<file path="config.mk">
export PLATFORM = sky130hd
export DESIGN_NAME = sdram_reader
export DESIGN_NICKNAME = d
export VERILOG_FILES = /design/src/common/sdram_pkg.sv /design/src/sdram_bank/sdram_bank.sv /design/src/sdram_cmd_arbiter.sv /design/src/sdram_data_capture.sv /design/src/sdram_reader.sv
export VERILOG_INCLUDE_DIRS = /design/src /design/src/common
export SDC_FILE = /design/constraint.sdc
export NUM_CORES = 1
export LEC_CHECK = 0
export BUFFER_PORTS_ARGS = -buffer_cell sky130_fd_sc_hd__buf_2
export CORE_ASPECT_RATIO = 0.7
export CORE_MARGIN = 5
export CORE_UTILIZATION = 57
export CTS_CLUSTER_DIAMETER = 30
export DETAILED_ROUTE_END_ITERATION = 8
export GPL_ROUTABILITY_DRIVEN = 0
export GPL_TIMING_DRIVEN = 0
export PLACE_DENSITY_LB_ADDON = 0.05
export SETUP_SLACK_MARGIN = 0.02
export SLEW_MARGIN = 30
export SYNTH_ARGS = -nofsm -noshare
export SYNTH_HDL_FRONTEND = slang
export SYNTH_HIERARCHICAL = 1
export SYNTH_SLANG_ARGS = --single-unit
</file>
<file path="constraint.sdc">
create_clock -name clk -period 8.6 [get_ports clk]
set_clock_uncertainty 0.2 [all_clocks]
set_input_delay 0.43 -clock clk [delete_from_list [all_inputs] [get_ports clk]]
set_output_delay 0.43 -clock clk [all_outputs]
set_load 0.03 [all_outputs]
</file>
<file path="src/common/sdram_defines.svh">
// geometry and timing constants of the SDRAM reader, included by the package and every module
`ifndef SDRAM_DEFINES_SVH
`define SDRAM_DEFINES_SVH

// request word address, row bits on top of column bits
`define SDRAM_AW 22

// row address, also the width of the A pins
`define SDRAM_ROW_W 13

// column address within an open row
`define SDRAM_COL_W 9

// one requester per bank
`define SDRAM_BANKS 4

// CAS latency in clocks, must match the mode register
`define SDRAM_CL 2

// 16-bit words per read burst, 4 words give 64 bits
`define SDRAM_BURST 4

`endif

</file>
<file path="src/common/sdram_pkg.sv">
// SDRAM command codes and the structs passed between bank engines, arbiter and capture stage
`default_nettype none

`include "sdram_defines.svh"

package sdram_pkg;

    // pin order is /CS /RAS /CAS /WE
    typedef enum logic [3:0] {
        CMD_PRECHARGE = 4'b0010,
        CMD_ACTIVE    = 4'b0011,
        CMD_READ      = 4'b0101,
        CMD_NOP       = 4'b0111
    } cmd_e;

    // one requester, held until ack
    typedef struct packed {
        logic                   rd;
        logic [`SDRAM_AW-1:0]   addr;
    } bank_req_t;

    // command a bank engine puts on the bus in its grant cycle
    typedef struct packed {
        logic                     valid;
        cmd_e                     cmd;
        logic [`SDRAM_ROW_W-1:0]  addr;
    } bank_cmd_t;

    typedef struct packed {
        logic br;           // bus request
        logic dbusy;        // dq bus taken by this bank's burst
        logic dqm_busy;     // DQM lines in use
        logic post_act;     // tRRD window after our ACTIVE
        logic dst;          // first data word on dq
        logic dok;          // data word valid on dq
    } bank_stat_t;

    // OR of all banks' busy flags
    typedef struct packed {
        logic all_dbusy;
        logic all_dqm;
        logic all_act;
    } shared_stat_t;

endpackage

`default_nettype wire

</file>
<file path="src/sdram_bank/sdram_bank.sv">
// per-bank read engine, tracks the open row and requests the bus for PRECHARGE, ACTIVE or READ
`timescale 1ns/10ps
`default_nettype none

`include "sdram_defines.svh"

module sdram_bank (
    input  wire                       clk,
    input  wire                       rst,
    input  wire sdram_pkg::bank_req_t req,
    input  wire                       bg,
    input  wire sdram_pkg::shared_stat_t shared,
    output sdram_pkg::bank_cmd_t      bank_cmd,
    output sdram_pkg::bank_stat_t     stat,
    output logic                      ack
);

    // one-hot positions, unnamed bits are plain wait cycles
    localparam int IDLE    = 0;
    localparam int PRE_ACT = 3;                 // tRP after PRECHARGE
    localparam int ACT     = PRE_ACT + 1;
    localparam int PRE_RD  = ACT + 2;           // tRCD after ACTIVE
    localparam int READ    = PRE_RD + 1;        // READ went out last cycle
    localparam int DST     = READ + `SDRAM_CL - 1;
    localparam int RDY     = DST + `SDRAM_BURST - 1;
    localparam int STW     = RDY + 1;

    localparam int PAD_W = `SDRAM_ROW_W - `SDRAM_COL_W;

    logic [STW-1:0]          st;
    logic [STW-1:0]          next_st;
    logic [STW-1:0]          rot_st;
    logic                    prechd;
    logic [`SDRAM_ROW_W-1:0] row;
    logic [`SDRAM_ROW_W-1:0] addr_row;
    logic [1:0]              last_act;

    logic waiting;
    logic want_prech;
    logic want_act;
    logic want_read;
    logic do_prech;
    logic do_act;
    logic do_read;

    assign addr_row = req.addr[`SDRAM_AW-1 -: `SDRAM_ROW_W];

    // the only states that may take the bus
    assign waiting = (st[IDLE] | st[PRE_ACT] | st[PRE_RD]) & req.rd;

    assign want_prech = waiting & st[IDLE] & ~prechd & (row != addr_row);
    assign want_act   = waiting & prechd & ~shared.all_act & ~shared.all_dqm;
    assign want_read  = waiting & ~prechd & (row == addr_row) &
                        ~shared.all_dbusy & ~shared.all_dqm;

    // a grant always ends in a command since br already holds the conditions
    assign do_prech = want_prech & bg;
    assign do_act   = want_act & bg;
    assign do_read  = want_read & bg;

    always_comb begin
        rot_st  = {st[STW-2:0], st[STW-1]};
        next_st = st;
        if (st[IDLE]) begin
            if (do_prech) begin
                next_st = rot_st;
            end else if (do_act) begin
                next_st      = '0;
                next_st[ACT] = 1'b1;    // row closed already, skip tRP wait
            end else if (do_read) begin
                next_st       = '0;
                next_st[READ] = 1'b1;   // row hit
            end
        end else if (st[PRE_ACT] || st[PRE_RD]) begin
            if (do_act || do_read)
                next_st = rot_st;
        end else begin
            next_st = rot_st;
        end
    end

    always_comb begin
        bank_cmd.valid = do_prech | do_act | do_read;
        bank_cmd.cmd   = sdram_pkg::CMD_NOP;
        bank_cmd.addr  = '0;                    // A10 low, this bank only
        if (do_prech) begin
            bank_cmd.cmd = sdram_pkg::CMD_PRECHARGE;
        end else if (do_act) begin
            bank_cmd.cmd  = sdram_pkg::CMD_ACTIVE;
            bank_cmd.addr = addr_row;
        end else if (do_read) begin
            bank_cmd.cmd  = sdram_pkg::CMD_READ;
            bank_cmd.addr = {{PAD_W{1'b0}}, req.addr[`SDRAM_COL_W-1:0]}; // no auto precharge
        end
    end

    always_comb begin
        stat.br       = want_prech | want_act | want_read;
        // others may read again once our last word clears dq
        stat.dbusy    = |st[READ+`SDRAM_BURST-2:READ];
        stat.dqm_busy = |st[DST:READ];
        stat.post_act = |last_act;
        stat.dst      = st[DST];
        stat.dok      = |st[RDY:DST];
    end

    assign ack = st[READ];

    always_ff @(posedge clk or posedge rst) begin
        if (rst) begin
            st       <= {{(STW-1){1'b0}}, 1'b1};
            prechd   <= 1'b1;                   // all banks come up closed
            row      <= '0;
            last_act <= '0;
        end else begin
            st       <= next_st;
            last_act <= {do_act, last_act[1]};  // two blocked cycles for tRRD
            if (do_act) begin
                row    <= addr_row;
                prechd <= 1'b0;
            end
            if (do_prech)
                prechd <= 1'b1;
        end
    end

endmodule

`default_nettype wire

</file>
<file path="src/sdram_cmd_arbiter.sv">
// round-robin owner of the SDRAM command bus, merges bank status into the shared busy flags
`timescale 1ns/10ps
`default_nettype none

`include "sdram_defines.svh"

module sdram_cmd_arbiter (
    input  wire                        clk,
    input  wire                        rst,
    input  wire sdram_pkg::bank_cmd_t  bank_cmd [`SDRAM_BANKS],
    input  wire sdram_pkg::bank_stat_t stat [`SDRAM_BANKS],
    output logic [`SDRAM_BANKS-1:0]    bg,
    output sdram_pkg::shared_stat_t    shared,
    output sdram_pkg::cmd_e            cmd,
    output logic [`SDRAM_ROW_W-1:0]    sdram_a,
    output logic [$clog2(`SDRAM_BANKS)-1:0] sdram_ba
);

    localparam int BW = $clog2(`SDRAM_BANKS);
    localparam int CW = $bits(sdram_pkg::bank_cmd_t);

    logic [BW-1:0]        ptr;      // last granted bank
    logic [BW-1:0]        gnt_idx;
    logic                 gnt_any;
    logic [CW-1:0]        cmd_or;
    sdram_pkg::bank_cmd_t sel;

    // search starts one past the last winner
    always_comb begin
        logic [BW-1:0] idx;
        bg      = '0;
        gnt_idx = ptr;
        gnt_any = 1'b0;
        for (int k = 1; k <= `SDRAM_BANKS; k++) begin
            idx = ptr + BW'(k);
            if (!gnt_any && stat[idx].br) begin
                gnt_any = 1'b1;
                gnt_idx = idx;
            end
        end
        if (gnt_any)
            bg[gnt_idx] = 1'b1;
    end

    // idle engines drive NOP codes, so mask them out before the OR
    always_comb begin
        cmd_or = '0;
        for (int i = 0; i < `SDRAM_BANKS; i++)
            cmd_or = cmd_or | (bank_cmd[i] & {CW{bg[i]}});
    end

    assign sel      = sdram_pkg::bank_cmd_t'(cmd_or);
    assign cmd      = sel.valid ? sel.cmd : sdram_pkg::CMD_NOP;
    assign sdram_a  = sel.valid ? sel.addr : '0;
    assign sdram_ba = gnt_idx;

    always_comb begin
        shared = '0;
        for (int i = 0; i < `SDRAM_BANKS; i++) begin
            shared.all_dbusy = shared.all_dbusy | stat[i].dbusy;
            shared.all_dqm   = shared.all_dqm | stat[i].dqm_busy;
            shared.all_act   = shared.all_act | stat[i].post_act;
        end
    end

    always_ff @(posedge clk or posedge rst) begin
        if (rst)
            ptr <= BW'(`SDRAM_BANKS - 1);   // bank 0 goes first
        else if (gnt_any)
            ptr <= gnt_idx;
    end

endmodule

`default_nettype wire

</file>
<file path="src/sdram_data_capture.sv">
// collects each bank's read burst from dq into a 64-bit word and flags it with rdy
`timescale 1ns/10ps
`default_nettype none

`include "sdram_defines.svh"

module sdram_data_capture (
    input  wire                        clk,
    input  wire                        rst,
    input  wire [15:0]                 dq,
    input  wire sdram_pkg::bank_stat_t stat [`SDRAM_BANKS],
    output wire [`SDRAM_BANKS-1:0]     rdy,
    output wire [63:0]                 data_out [`SDRAM_BANKS]
);

    localparam int CNTW = $clog2(`SDRAM_BURST);

    for (genvar b = 0; b < `SDRAM_BANKS; b++) begin : g_bank
        logic [63:0]     sh;
        logic [CNTW-1:0] cnt;
        logic [CNTW-1:0] word;
        logic            rdy_q;

        // dst restarts the count on the first word
        assign word = stat[b].dst ? '0 : cnt;

        always_ff @(posedge clk or posedge rst) begin
            if (rst) begin
                cnt   <= '0;
                rdy_q <= 1'b0;
            end else begin
                rdy_q <= stat[b].dok & (word == CNTW'(`SDRAM_BURST - 1));
                if (stat[b].dok)
                    cnt <= word + 1'b1;
            end
        end

        // shift right so word 0 ends in bits 15:0
        always_ff @(posedge clk) begin
            if (stat[b].dok)
                sh <= {dq, sh[63:16]};
        end

        assign rdy[b]      = rdy_q;
        assign data_out[b] = sh;    // stable until the bank's next burst
    end

endmodule

`default_nettype wire

</file>
<file path="src/sdram_reader.sv">
// top of the four-bank SDRAM read controller, one request port per bank plus the SDRAM pins
`timescale 1ns/10ps
`default_nettype none

`include "sdram_defines.svh"

module sdram_reader (
    input  wire                        clk,
    input  wire                        rst,
    input  wire sdram_pkg::bank_req_t  req [`SDRAM_BANKS],
    output wire [`SDRAM_BANKS-1:0]     ack,
    output wire [`SDRAM_BANKS-1:0]     rdy,
    output wire [63:0]                 data_out [`SDRAM_BANKS],
    input  wire [15:0]                 dq,
    output sdram_pkg::cmd_e            cmd,
    output wire [`SDRAM_ROW_W-1:0]     sdram_a,
    output wire [$clog2(`SDRAM_BANKS)-1:0] sdram_ba
);

    wire sdram_pkg::bank_cmd_t    bank_cmd [`SDRAM_BANKS];
    wire sdram_pkg::bank_stat_t   stat [`SDRAM_BANKS];
    wire sdram_pkg::shared_stat_t shared;
    wire [`SDRAM_BANKS-1:0]       bg;

    // bank engine index matches the SDRAM bank address
    for (genvar b = 0; b < `SDRAM_BANKS; b++) begin : g_bank
        sdram_bank u_sdram_bank (
            .clk      (clk),
            .rst      (rst),
            .req      (req[b]),
            .bg       (bg[b]),
            .shared   (shared),
            .bank_cmd (bank_cmd[b]),
            .stat     (stat[b]),
            .ack      (ack[b])
        );
    end

    sdram_cmd_arbiter u_sdram_cmd_arbiter (
        .clk      (clk),
        .rst      (rst),
        .bank_cmd (bank_cmd),
        .stat     (stat),
        .bg       (bg),
        .shared   (shared),
        .cmd      (cmd),
        .sdram_a  (sdram_a),
        .sdram_ba (sdram_ba)
    );

    sdram_data_capture u_sdram_data_capture (
        .clk      (clk),
        .rst      (rst),
        .dq       (dq),
        .stat     (stat),
        .rdy      (rdy),
        .data_out (data_out)
    );

endmodule

`default_nettype wire

</file>
Yosys cells after proc, flatten, opt, wreduce, memory -nomap -nowiden --
Cells that the tools add are included.
Word-level totals: register bits after elaboration 382, input bits 110, output and inout bits 283, word-level logic and storage cells 293
Operators by class: add/sub/neg operators 7, order comparisons 6, equal/unequal tests 20, muxes and demuxes 77, bitwise operators 111, reduce and logical (&&, ||, !) cells 39
Operators by type and width (count):
- 2-to-1 mux 12 bit | 24
- AND 18 bit | 4
- 2-to-1 mux 13 bit | 5
- 2-to-1 mux 16 bit | 4
- AND 1 bit | 60
- 2-to-1 mux 15 bit | 4
- OR 18 bit | 3
- == test 13 bit | 4
- != test 13 bit | 4
- binary-select mux 6 bit (select 2 bit) | 4
- 2-to-1 mux 6 bit | 8
- OR 1 bit | 33
- 2-to-1 mux 2 bit | 8
- != test 4 bit, second input constant | 4
- OR reduction 2 bit | 8
- OR reduction 4 bit | 4
- 2-to-1 mux 1 bit | 13
- >= comparator 3 bit, second input constant | 4
- 2-to-1 mux 3 bit | 4
- != test 3 x 2 -> 1 bit, second input constant | 4
- NOT 2 -> 3 bit | 4
- OR reduction 3 bit | 4
- adder 2 x 1 -> 2 bit, second input constant | 5
- == test 2 bit, second input constant | 4
- other kinds (11) | 37

Logic depth before layout (Yosys ltp) --
Gate-level depths: netlist of run 1.
word-level depth 36, mapped depth 21, depth with buffers taken out 17

By module --
The synthesis of run 1 kept the hierarchy.
By module, submodules not included:
- sdram_data_capture | instances 1, cells an instance 304, area each 8269.2 um^2, seq. area each 7987.7 um^2
- sdram_bank | instances 4, cells an instance 126, area each 1483.9 um^2, seq. area each 703.2 um^2
- sdram_cmd_arbiter | instances 1, cells an instance 102, area each 734.5 um^2, seq. area each 52.6 um^2

Least setup slack after synthesis of run 1 --
OpenSTA, ideal clock, no wires.
path kind flip-flop to output port, from reg g_bank[1].u_sdram_bank.st[7], to out sdram_a[0], arrival time 5177 ps, data required time 7970 ps, slack 2793 ps, cell stages (with the launch flop) 18, path buffers 3, cells stage by stage dfrtp_1 > or3_1 > or4_1 > o31a_1 > o21ai_0 > inv_1 > o32ai_4 > clkbuf_1 > nand4b_2 > or2_2 > buf_2 > inv_1 > nor3_1 > inv_1 > and2_1 > a211oi_4 > buf_4 > a21oi_1
RTL lines:
- start, declared | RTL line sdram_bank.sv:30 | logic [STW-1:0] st;
- start signal, assigned | RTL line sdram_bank.sv:111 | st <= {{(STW-1){1'b0}}, 1'b1};
- start signal, assigned | RTL line sdram_bank.sv:116 | st <= next_st;
- end, declared | RTL line sdram_reader.sv:16 | output wire [`SDRAM_ROW_W-1:0] sdram_a,

==> results of run 1 <==
-- worst reg2reg max path: stages, from the launching register on --
cell	delay (ns)
sky130_fd_sc_hd__dfrtp_1	0.44
sky130_fd_sc_hd__or3_1	0.45
sky130_fd_sc_hd__or4_1	0.82
sky130_fd_sc_hd__o31a_1	0.46
sky130_fd_sc_hd__o21ai_1	0.57
sky130_fd_sc_hd__inv_1	0.21
sky130_fd_sc_hd__o32ai_4	0.57
sky130_fd_sc_hd__clkbuf_1	0.48
sky130_fd_sc_hd__nand4b_2	0.27
sky130_fd_sc_hd__or2_2	0.33
sky130_fd_sc_hd__buf_2	0.18
sky130_fd_sc_hd__inv_1	0.24
sky130_fd_sc_hd__buf_2	0.31
sky130_fd_sc_hd__mux2_2	0.37
-- metrics by stage --
stage	setup WS, ns	hold WS (ns)	std cells	util	instance area, um^2
final	1.29	0.0636	1778	0.761	19600
after global routing	0.977	0.0554	1778	0.761	19600
after CTS	1.08	0.0379	1778	0.761	19600
after detailed placement	1.69	0.161	1636	0.677	17400
after global placement	1.83	0.153	1632	0.672	17300
after floorplan	2.79	0.0947	910	-	14900
-- power by group through the flow --
| stage | logic [mW] | clock network, mW | registers, mW |
|---|---|---|---|
| after floorplan | 0.0194 | 0 | 1.99 |
| after global placement | 0.0608 | 0 | 1.99 |
| after detailed placement | 0.0623 | 0 | 1.99 |
| after CTS | 0.0816 | 2.05 | 1.95 |
| after global routing | 0.0903 | 2.16 | 1.95 |
| final | 0.0820 | 2.02 | 1.95 |
-- logic make-up (layout without fill, tap and decap cells) --
logic type / after synthesis / count (layout) / synth area share
flip-flops: 382 / 382 / 0.726
AND/OR/NAND/NOR: 161 / 161 / 0.0683
AO/OA/AOI/OAI: 191 / 191 / 0.114
buffers and inverters: 76 / 613 / 0.0255
adder cells (fa/ha/maj): 4 / 4 / 0.00335
XOR/XNOR: 52 / 52 / 0.0305
other: 4 / 4 / 0.00100
multiplexers: 40 / 40 / 0.0312
-- how the worst max path moves through the flow --
stage                                              from           to  slack [ns]  cells past startpoint
2_1_floorplan  g_bank[1].u_sdram_bank/st[7]$_DFFE_PP0P_   sdram_a[0]        2.79                     17
3_5_place_dp   g_bank[1].u_sdram_bank/st[7]$_DFFE_PP0P_  sdram_a[11]        1.69                     18
5_1_grt        g_bank[1].u_sdram_bank/st[7]$_DFFE_PP0P_   sdram_a[7]        0.98                     18
6_report       g_bank[1].u_sdram_bank/st[7]$_DFFE_PP0P_  sdram_a[11]        1.29                     18
3_3_place_gp   g_bank[1].u_sdram_bank/st[7]$_DFFE_PP0P_  sdram_a[10]        1.83                     18
4_1_cts        g_bank[1].u_sdram_bank/st[7]$_DFFE_PP0P_  sdram_a[10]        1.08                     18
-- layer usage --
metal | global-route usage | vias up | part of all wire
met1 | 0.363 | 4843 | 0.42
met5 | 0 | - | 0
met2 | 0.379 | 445 | 0.45
li1 | - | 4504 | -
met3 | 0.0916 | 59 | 0.11
met4 | 0.0593 | 0 | 0.020
-- sequential cells by signal, summed over array words and instances, names as in the netlist --
register	flops
g_bank.u_sdram_bank/st	48
g_bank.u_sdram_bank/row	52
g_bank.u_sdram_bank/last_act	8
u_sdram_data_capture/g_bank.rdy_q	4
g_bank.u_sdram_bank/prechd	4
u_sdram_data_capture/g_bank.cnt	8
u_sdram_cmd_arbiter/ptr	2
u_sdram_data_capture/g_bank.sh	256
-- synthesized netlist by cell type (5+ instances only) --
library cell and instances:
sky130_fd_sc_hd__edfxtp_1 256, sky130_fd_sc_hd__dfrtp_1 116, sky130_fd_sc_hd__a22o_1 72, sky130_fd_sc_hd__xor2_1 52, sky130_fd_sc_hd__mux2_2 36, sky130_fd_sc_hd__inv_1 30, sky130_fd_sc_hd__buf_2 29, sky130_fd_sc_hd__a21o_1 25
sky130_fd_sc_hd__a21oi_1 24, sky130_fd_sc_hd__and2_1 24, sky130_fd_sc_hd__nand2_1 21, sky130_fd_sc_hd__nor2_1 21, sky130_fd_sc_hd__a222oi_1 17, sky130_fd_sc_hd__o21ai_0 17, sky130_fd_sc_hd__buf_4 14, sky130_fd_sc_hd__nor4_1 12
sky130_fd_sc_hd__or2_2 12, sky130_fd_sc_hd__dfstp_2 10, sky130_fd_sc_hd__nor2b_1 10, sky130_fd_sc_hd__nor3_1 8, sky130_fd_sc_hd__nand3b_1 7, sky130_fd_sc_hd__or4_1 7, sky130_fd_sc_hd__nand2b_1 6, sky130_fd_sc_hd__o21a_1 5
-- what timing repair did --
item	CTS	global route
hold buffers	53	0
endpoints found under the hold margin	218	0
resized for setup	0	0
-- cell type report --
type	count	share of cell area
Sequential cell	382	0.554
Inverter	30	0.00575
Clock inverter	29	0.0171
Buffer	46	0.0137
Timing Repair Buffer	448	0.133
Tap cell	331	0.0211
Clock buffer	60	0.0663
Multi-Input combinational cell	452	0.190
-- layout by cell type, fill, tap and decap left out, types with 12 or more instances in the layout --
cell type                       netlist  routed
sky130_fd_sc_hd__dlygate4sd3_1        0      53
sky130_fd_sc_hd__inv_1               30      26
sky130_fd_sc_hd__xor2_1              52      52
sky130_fd_sc_hd__o21ai_0             17      16
sky130_fd_sc_hd__a21oi_1             24      24
sky130_fd_sc_hd__and2_1              24      24
sky130_fd_sc_hd__a21o_1              25      25
sky130_fd_sc_hd__dfrtp_1            116     116
sky130_fd_sc_hd__a22o_1              72      72
sky130_fd_sc_hd__nor4_1              12      12
sky130_fd_sc_hd__or2_2               12      12
sky130_fd_sc_hd__nor2_1              21      21
sky130_fd_sc_hd__mux2_2              36      36
sky130_fd_sc_hd__clkbuf_16            0      50
sky130_fd_sc_hd__buf_2               29     420
sky130_fd_sc_hd__a222oi_1            17      17
sky130_fd_sc_hd__edfxtp_1           256     256
sky130_fd_sc_hd__nand2_1             21      21
sky130_fd_sc_hd__buf_4               14      14
==> impl_metrics.ini, run 1 <==
[status]
result_of_the_run = finished, final reports clean

[global_route]
grt_antenna_before_repair = 0
grt_max_degree = 47
groute.usage.overall = 0.254
grt_pass1_wl_um = 58300
gr-total-overflow = 0
number_of_global_route_vias_before_repair = 9623

[final_layout]
syn2layout_area_growth_pct = 31.2
finish.net_count = 1523
sequential_cell_area_um2 = 10900
diodes = 0
num-fill-cells = 1596
multi_input_combinational_cell_area_um2 = 3720
drive_gt1_frac = 0.426

[sta]
final-hold-violation-count = 0
setup_tns_ns = 0
timing_max_transition_violations_final = 0
maxClockFrequency_mhz = 137
finalSetupViolations = 0
final_period_minus_worst_setup_slack_ns = 7.31
tightest_slew_ns = 0.685
relative_slew_margins = 0.540
fin_crit_sh = 0.850
unrepaired_setup_endpoints_after_global_routing = false

[clocking]
tritoncts = done
cts.clk_slew.worst_paths_ns = 0.05
ctsLongestPathBuffers = 3
cts_htree_levels = 2
cts_sinks = 382
cts_inserted_buffers = 49
clock_tree_root = sky130_fd_sc_hd__clkbuf_16
post_cts.repair.setup_buffers = 0
clk-insertion-delay-late_ns = 0.54

[setup_path]
worst_path_most_repeated_cell = sky130_fd_sc_hd__inv_1
crit_buf_inv = 7
kind_of_critical_path = reg2out
timing.rr.end = g_bank[1].u_sdram_bank/row[4]$_DFFE_PP0P_
worst_path_slowest_cell = sky130_fd_sc_hd__or4_1
sort_of_element_at_the_end_of_the_critical_path = output pin
r2r_setup_slack_ns = 2.59
timing.critical_path.cells = or3_1 > or4_1 > o31a_1 > o21ai_1 > inv_1 > o32ai_4 > clkbuf_1 > nand4b_2 > or2_2 > buf_2 > inv_1 > nor3_1 > inv_1 > and2_1 > a211oi_4 > buf_4 > a21oi_1 > buf_2
timing.critical_path.required_ns = 7.97
worst_setup_path_start_kind = flop
crit_path_max_incr_delay_ns = 0.82
cpLargestDelayFamily = simple AND/OR/NAND/NOR gates
regToRegStartpoint = g_bank[1].u_sdram_bank/st[7]$_DFFE_PP0P_
worst_reg_to_reg_cells = 13
crit_path_max_fanout = 11
critical_path_arrival_ns = 6.68

[synthesis]
yosysUniqueCellTypes = 54
ys_seq_elements = 382
synth_area_leaders = sky130_fd_sc_hd__edfxtp_1 51%, sky130_fd_sc_hd__dfrtp_1 19%, sky130_fd_sc_hd__a22o_1 4.2%
synth-edff-count = 256
postSynthNetCount = 1024
ys.flop_type = sky130_fd_sc_hd__edfxtp_1
ys_warnings = 6
yosysTopAreaCellShare = 0.515
synth_area_per_cell_um2 = 16.4
fraction_of_registers_with_async_set_or_reset_after_synthesis = 0.330
library_cell_with_the_largest_summed_area_after_synthesis = sky130_fd_sc_hd__edfxtp_1
post_synthesis_sequential_area_ratio = 0.726
syn-cell-area_um2 = 14900
cells_after_synth = 910

[min_path]
min-delay-start = req[67]
min_path_cells = 3
timing.hold.worst_endpoint = g_bank[1].u_sdram_bank/row[12]$_DFFE_PP0P_
hold_path_class = in2reg

[detailed_routing]
antenna_violation_net_count_after_detailed_routing = 0
wl_per_cell_um = 21.7
num_vias = 9851
remaining_drc_errors = 0
firstDrtPassIters = 9
route.detailed.vias_per_inst = 5.54
dr.first_iter.drc_count = 925
totalWireLength_um = 38500

[power]
power_density_nw_per_um2 = 207
net-switching-power_uw = 819
net_switching_share_of_the_total_power = 0.202
p_leak_nw = 8.68
power.share.clock = 0.498
seq_power_share = 0.481
power.total_mw = 4.05
peak_vdd_ir_v = 0.000190
comb_power_share = 0.020
p_int_mw = 3.23

[place]
detailed_place_hpwl_um = 27300
io_buffers = 391

[die]
die_x_um = 204
dieArea_um2 = 29600
number_of_ports_placed_on_the_die_boundary = 393
fp.coreArea_um2 = 25700
rows = 49
chipHeight_um = 145
effective_utilization_at_floorplan = 0.580

[flow_run]
max_cap_viol_count = 0
Power figures use the tool's default switching activity.
==> run 2, diff against run 1 <==
--- a/config.mk
+++ b/config.mk
@@ -6,14 +6,14 @@
 export SDC_FILE = /design/constraint.sdc
 export NUM_CORES = 1
 export LEC_CHECK = 0
+export ABC_AREA = 1
 export BUFFER_PORTS_ARGS = -buffer_cell sky130_fd_sc_hd__buf_2
 export CORE_ASPECT_RATIO = 0.7
 export CORE_MARGIN = 5
-export CORE_UTILIZATION = 57
+export CORE_UTILIZATION = 58
 export CTS_CLUSTER_DIAMETER = 30
 export DETAILED_ROUTE_END_ITERATION = 8
 export GPL_ROUTABILITY_DRIVEN = 0
-export GPL_TIMING_DRIVEN = 0
 export PLACE_DENSITY_LB_ADDON = 0.05
 export SETUP_SLACK_MARGIN = 0.02
 export SLEW_MARGIN = 30
==> run 2 against run 1 <==
Global-route usage grew 2.3 points. Fmax shrank 1.4%. Via count grew 25%. Clock-buffer cell count shrank 2. Synthesized area grew 7.0%.
==> impl_metrics.ini, run 2 <==
[status]
result_of_the_run = finished, final reports clean

[final_layout]
top_regs = u_sdram_data_capture/g_bank.sh (256), g_bank.u_sdram_bank/row (52), g_bank.u_sdram_bank/st (48)
fin_cells = 2352
finalInstanceArea_um2 = 20600
largest_register_ffs = 256
registers.top_by_ff_count = u_sdram_data_capture/g_bank.sh
commonest_non_fill_non_tap_cell_in_the_layout = sky130_fd_sc_hd__nand2_1
syn2layout_area_growth_pct = 29.0
finish.net_count = 2057
most_used_cells_in_the_layout_excluding_fill_and_tap_cells = 520 x sky130_fd_sc_hd__nand2_1, 391 x sky130_fd_sc_hd__buf_2, 256 x sky130_fd_sc_hd__edfxtp_1, 153 x sky130_fd_sc_hd__inv_1, 116 x sky130_fd_sc_hd__dfrtp_1
drive_gt1_frac = 0.306
utilization = 0.765

[synthesis]
ys_seq_elements = 382
yosysUniqueCellTypes = 37
fraction_of_registers_with_async_set_or_reset_after_synthesis = 0.330
synth.top_cells.by_count = 520 x sky130_fd_sc_hd__nand2_1, 256 x sky130_fd_sc_hd__edfxtp_1, 156 x sky130_fd_sc_hd__inv_1
library_cell_with_the_largest_summed_area_after_synthesis = sky130_fd_sc_hd__edfxtp_1
ys_warnings = 6
ys.flop_type = sky130_fd_sc_hd__edfxtp_1
cells_after_synth = 1478
synth-edff-count = 256
postSynthNetCount = 1592
synthMostInstantiatedCell = sky130_fd_sc_hd__nand2_1
synth_area_per_cell_um2 = 10.8
yosysTopAreaCellShare = 0.481
synth_area_leaders = sky130_fd_sc_hd__edfxtp_1 48%, sky130_fd_sc_hd__dfrtp_1 18%, sky130_fd_sc_hd__nand2_1 12%
syn-cell-area_um2 = 16000
post_synthesis_sequential_area_ratio = 0.679

[clocking]
cts_sinks = 382
post_cts.repair.setup_buffers = 0
ctsHoldBuffers = 51
cts_inserted_buffers = 53
post_cts_resized = 0
tritoncts = done
clk-insertion-delay-late_ns = 0.56
ctsLongestPathBuffers = 3
cts.clk_slew.worst_paths_ns = 0.05
cts_htree_levels = 2
clock_tree_root = sky130_fd_sc_hd__clkbuf_16

[global_route]
grt_pass1_wl_um = 67100
gr-total-overflow = 0
grt_max_degree = 70
grt_antenna_before_repair = 2
groute.usage.overall = 0.277
number_of_global_route_vias_before_repair = 11892

[power]
p_leak_nw = 9.81
peak_vdd_ir_v = 0.000184
power.total_mw = 4.24
power_density_nw_per_um2 = 206

[detailed_routing]
remaining_drc_errors = 0
dr.first_iter.drc_count = 1101
totalWireLength_um = 44100
firstDrtPassIters = 8
num_vias = 12301
wl_per_cell_um = 18.7
route.detailed.vias_per_inst = 5.23
antenna_violation_net_count_after_detailed_routing = 0

[sta]
timing_max_transition_violations_final = 0
relative_slew_margins = 0.383
final_period_minus_worst_setup_slack_ns = 7.41
fin_crit_sh = 0.862
unrepaired_setup_endpoints_after_global_routing = false
finalSetupViolations = 0
maxClockFrequency_mhz = 135
setup_tns_ns = 0
final-hold-violation-count = 0
worst_slack_ns = 1.19
tightest_slew_ns = 0.919
worst_hold_slack_ns = 0.0539

[min_path]
hold_path_class = in2reg
min-delay-start = req[34]
timing.hold.worst_endpoint = g_bank[2].u_sdram_bank/row[2]$_DFFE_PP0P_
min_path_cells = 3

[setup_path]
timing.critical_path.required_ns = 7.97
worst_path_most_repeated_cell = sky130_fd_sc_hd__nand2_1
worst_reg_to_reg_cells = 22
critical_path_arrival_ns = 6.78
regToRegStartpoint = g_bank[1].u_sdram_bank/st[8]$_DFFE_PP0P_
crit_path_max_fanout = 20
worst_path_slowest_cell = sky130_fd_sc_hd__nor3_1
crit_path_max_incr_delay_ns = 0.86
sort_of_element_at_the_end_of_the_critical_path = output pin
r2r_setup_slack_ns = 2.59
worst_setup_path_start_kind = flop
kind_of_critical_path = reg2out
timing.rr.end = g_bank[1].u_sdram_bank/st[9]$_DFFE_PP0P_

[die]
die_x_um = 208
dieArea_um2 = 31000
fp.coreArea_um2 = 27000
rows = 50
effective_utilization_at_floorplan = 0.593
number_of_ports_placed_on_the_die_boundary = 393
chipHeight_um = 149

[place]
io_buffers = 391
dpl.cell_count = 2199
placedInstanceArea_um2 = 18200
detailedPlace.worstSlack_ns = 1.95
detailed_place_hpwl_um = 30700

[flow_run]
max_cap_viol_count = 0
-- run 2: worst max-delay path by stage --
stage               slack [ns]     endpoint                                      from
global placement          2.19   sdram_a[9]  g_bank[0].u_sdram_bank/st[8]$_DFFE_PP0P_
finish                    1.19   sdram_a[9]  g_bank[1].u_sdram_bank/st[8]$_DFFE_PP0P_
detailed placement        1.95  sdram_a[11]  g_bank[1].u_sdram_bank/st[8]$_DFFE_PP0P_
floorplan                 3.01   sdram_a[0]  g_bank[1].u_sdram_bank/st[7]$_DFFE_PP0P_
global route              0.62   sdram_a[9]  g_bank[1].u_sdram_bank/st[8]$_DFFE_PP0P_
CTS                       1.32  sdram_a[11]  g_bank[1].u_sdram_bank/st[8]$_DFFE_PP0P_
-- run 2: critical path: cells and delay by family (launching register included) --
| family | cells | cell delay (ns) |
|---|---|---|
| compound gates | 1 | 0.63 |
| buf+inv | 6 | 0.96 |
| flops | 1 | 0.43 |
| simple gates | 18 | 4.19 |
-- run 2: cells by family (layout without fill, tap and decap cells) --
kind of cell / count (synthesis) / in the layout / synth area share
DFF: 382 / 382 / 0.679
other: 4 / 5 / 0.000939
adders and majority gates: 4 / 4 / 0.00313
and+or+nand+nor: 790 / 790 / 0.224
buffers and inverters: 215 / 724 / 0.0592
xor gates and xnor gates: 4 / 4 / 0.00219
AOI/OAI and AO/OA: 79 / 79 / 0.0313
-- run 2: power breakdown --
part | internal [mW] | switching (mW) | total (mW) | leakage (nW)
clock network | 1.34 | 0.857 | 2.20 | 0.873
logic | 0.0419 | 0.0493 | 0.0911 | 5.16
registers | 1.95 | 0 | 1.95 | 3.77
-- run 2: final cells by class --
type	instances	area (um^2)
inverter	172	651
tap	364	455
clock inverter	41	459
multi-input combinational	881	4240
fill	1835	6340
sequential	382	10900
timing repair buffer	453	2610
antenna	1	2.50
clock buffer	58	1360
-- run 2: routing by layer --
| metal | share of wire | track usage |
|---|---|---|
| met1 | 0.41 | 0.381 |
| met2 | 0.46 | 0.436 |
| met3 | 0.10 | 0.0862 |
| met4 | 0.024 | 0.0702 |
| met5 | 0.00045 | 0 |
==> run 3, diff against run 2 <==
==> constraint.sdc (replaced) <==
create_clock -name clk -period 8.6 [get_ports clk]
set_clock_uncertainty 0.2 [all_clocks]
set_input_delay 0.43 -clock clk [delete_from_list [all_inputs] [get_ports clk]]
set_output_delay 0.43 -clock clk [all_outputs]
set_load 0.005 [all_outputs]
==> run 3 against run 2 <==
Sequential power about the same. Final cell count down 0.26%. Via count down 1.0%. Sequential share of layout area up 0.23 points. Total power down 1.8%. Hold slack worse by 0.0066 ns. Fmax down 4.1%. Non-clock buffer count down 4. Clock-buffer cell count down 4. Largest power group unchanged. Highest routed layer unchanged.
==> impl_metrics.ini, run 3 (same netlist as run 2, synthesis figures left out) <==
[status]
result_of_the_run = finished, final reports clean

[sta]
maxClockFrequency_mhz = 129
tightest_slew_ns = 0.871
worst_slack_ns = 0.874
fin_crit_sh = 0.898
final_period_minus_worst_setup_slack_ns = 7.73
final-hold-violation-count = 0
relative_slew_margins = 0.418
setup_tns_ns = 0
timing_max_transition_violations_final = 0
finalSetupViolations = 0
unrepaired_setup_endpoints_after_global_routing = false

[setup_path]
worst_setup_path_start_kind = flop
critical_path_arrival_ns = 7.10
sort_of_element_at_the_end_of_the_critical_path = output pin
crit_path_max_incr_delay_ns = 0.71
r2r_setup_slack_ns = 2.14
worst_path_slowest_cell = sky130_fd_sc_hd__nor2_2
kind_of_critical_path = reg2out
worst_path_most_repeated_cell = sky130_fd_sc_hd__nand2_1
timing.critical_path.required_ns = 7.97
crit_path_max_fanout = 24

[place]
dpl.cell_count = 2198
detailed_place_hpwl_um = 30800
io_buffers = 391
detailedPlace.worstSlack_ns = 1.57

[detailed_routing]
firstDrtPassIters = 6
antenna_violation_net_count_after_detailed_routing = 0
totalWireLength_um = 42700
wl_per_cell_um = 18.2
route.detailed.vias_per_inst = 5.19
dr.first_iter.drc_count = 976
remaining_drc_errors = 0
num_vias = 12177

[power]
peak_vdd_ir_v = 0.000156
net-switching-power_uw = 940
net_switching_share_of_the_total_power = 0.226
p_int_mw = 3.23
seq_power_share = 0.468
power_density_nw_per_um2 = 203
comb_power_share = 0.021
power.share.clock = 0.511
p_leak_nw = 9.78

[final_layout]
diodes = 0
num-fill-cells = 1830
sequential_cell_area_um2 = 10900
syn2layout_area_growth_pct = 28.4
multi_input_combinational_cell_area_um2 = 4240
commonest_non_fill_non_tap_cell_in_the_layout = sky130_fd_sc_hd__nand2_1
drive_gt1_frac = 0.309
fin_cells = 2346
top_regs = u_sdram_data_capture/g_bank.sh (256), g_bank.u_sdram_bank/row (52), g_bank.u_sdram_bank/st (48)
finish.net_count = 2052
most_used_cells_in_the_layout_excluding_fill_and_tap_cells = 519 x sky130_fd_sc_hd__nand2_1, 391 x sky130_fd_sc_hd__buf_2, 256 x sky130_fd_sc_hd__edfxtp_1, 153 x sky130_fd_sc_hd__inv_1, 116 x sky130_fd_sc_hd__dfrtp_1
utilization = 0.761
largest_register_ffs = 256
registers.top_by_ff_count = u_sdram_data_capture/g_bank.sh

[global_route]
grt_antenna_before_repair = 1
top_usage_layer = met2
grtUsageMet3 = 0.0816
groute.usage.overall = 0.268
number_of_global_route_vias_before_repair = 11830
grtUsageMet1 = 0.376
gr-total-overflow = 0
grt_max_degree = 70
grt.met2_usage = 0.425
grt_pass1_wl_um = 65600

[die]
fp.coreArea_um2 = 27000
dieArea_um2 = 31000
die_x_um = 208
chipHeight_um = 149
number_of_ports_placed_on_the_die_boundary = 393
rows = 50
effective_utilization_at_floorplan = 0.593

[clocking]
clock_tree_root = sky130_fd_sc_hd__clkbuf_16
post_cts_resized = 0
cts_sinks = 382
cts_inserted_buffers = 52
post_cts.repair.setup_buffers = 0
tritoncts = done
clk-insertion-delay-late_ns = 0.57
cts_htree_levels = 2
cts.clk_slew.worst_paths_ns = 0.05
ctsLongestPathBuffers = 3
ctsHoldBuffers = 49

[min_path]
hold_path_class = in2reg

[flow_run]
max_cap_viol_count = 0
-- run 3: cell count changes in the layout (fill, tap and decap cells not counted), moves of 2 or more --
cell	delta
sky130_fd_sc_hd__bufinv_16	-4
sky130_fd_sc_hd__clkinv_4	-5
sky130_fd_sc_hd__dlygate4sd3_1	-2
sky130_fd_sc_hd__clkinv_8	+2
sky130_fd_sc_hd__clkbuf_1	-3
sky130_fd_sc_hd__buf_4	-2
sky130_fd_sc_hd__clkinv_1	-3
sky130_fd_sc_hd__inv_8	+5
sky130_fd_sc_hd__inv_6	+8
-- run 3: power groups by stage --
stage	Clock, mW	Sequential [mW]	Combinational [mW]
final	2.13	1.95	0.0893
after global routing	2.26	1.95	0.0998
after CTS	2.16	1.95	0.0894
after detailed placement	0	1.99	0.0707
after global placement	0	1.99	0.0692
after floorplan	0	1.99	0.0293
-- run 3: cell type report --
class                           instances  share of cell area
Sequential cell                       382               0.529
Multi-Input combinational cell        881               0.207
Timing Repair Buffer                  449               0.124
Clock buffer                           54              0.0642
Inverter                              172              0.0317
Clock inverter                         44              0.0222
Tap cell                              364              0.0222
-- run 3: metal layers --
| metal | share of wire | vias up | wire length (um) |
|---|---|---|---|
| met5 | 0.00030 | - | 13 |
| met4 | 0.016 | 2 | 668 |
| met3 | 0.11 | 57 | 4520 |
| met2 | 0.47 | 550 | 19900 |
| met1 | 0.41 | 5776 | 17600 |
| li1 | - | 5792 | - |
-- run 3: worst paths after layout --
check / to / start / depth (start not counted)
worst max-delay path: sdram_a[2] / g_bank[1].u_sdram_bank/st[8]$_DFFE_PP0P_ / 25
worst min-delay path: g_bank[2].u_sdram_bank/row[2]$_DFFE_PP0P_ / req[34] / 3
worst max register to register: g_bank[0].u_sdram_bank/st[8]$_DFFE_PP0P_ / g_bank[1].u_sdram_bank/st[8]$_DFFE_PP0P_ / 22
worst min register to register: g_bank[2].u_sdram_bank/last_act[0]$_DFF_PP0_ / g_bank[2].u_sdram_bank/last_act[1]$_DFF_PP0_ / 0
max in group asynchronous: g_bank[2].u_sdram_bank/st[0]$_DFF_PP1_ / rst / 4
min in group asynchronous: g_bank[2].u_sdram_bank/row[6]$_DFFE_PP0P_ / rst / 3
-- run 3: through the flow --
stage	hold slack (ns)	total power, mW	instance area (um^2)
floorplan	0.0947	2.02	16000
global placement	0.150	2.06	18200
detailed placement	0.161	2.06	18200
CTS	0.0167	4.20	20500
global route	0.0558	4.30	20500
finish	0.0473	4.17	20500
-- run 3: critical path, delay by kind of cell (launching register included) --
family,cells,cell delay (ns)
simple gates,18,4.34
flops,1,0.42
buf+inv,6,1.12
compound gates,1,0.64
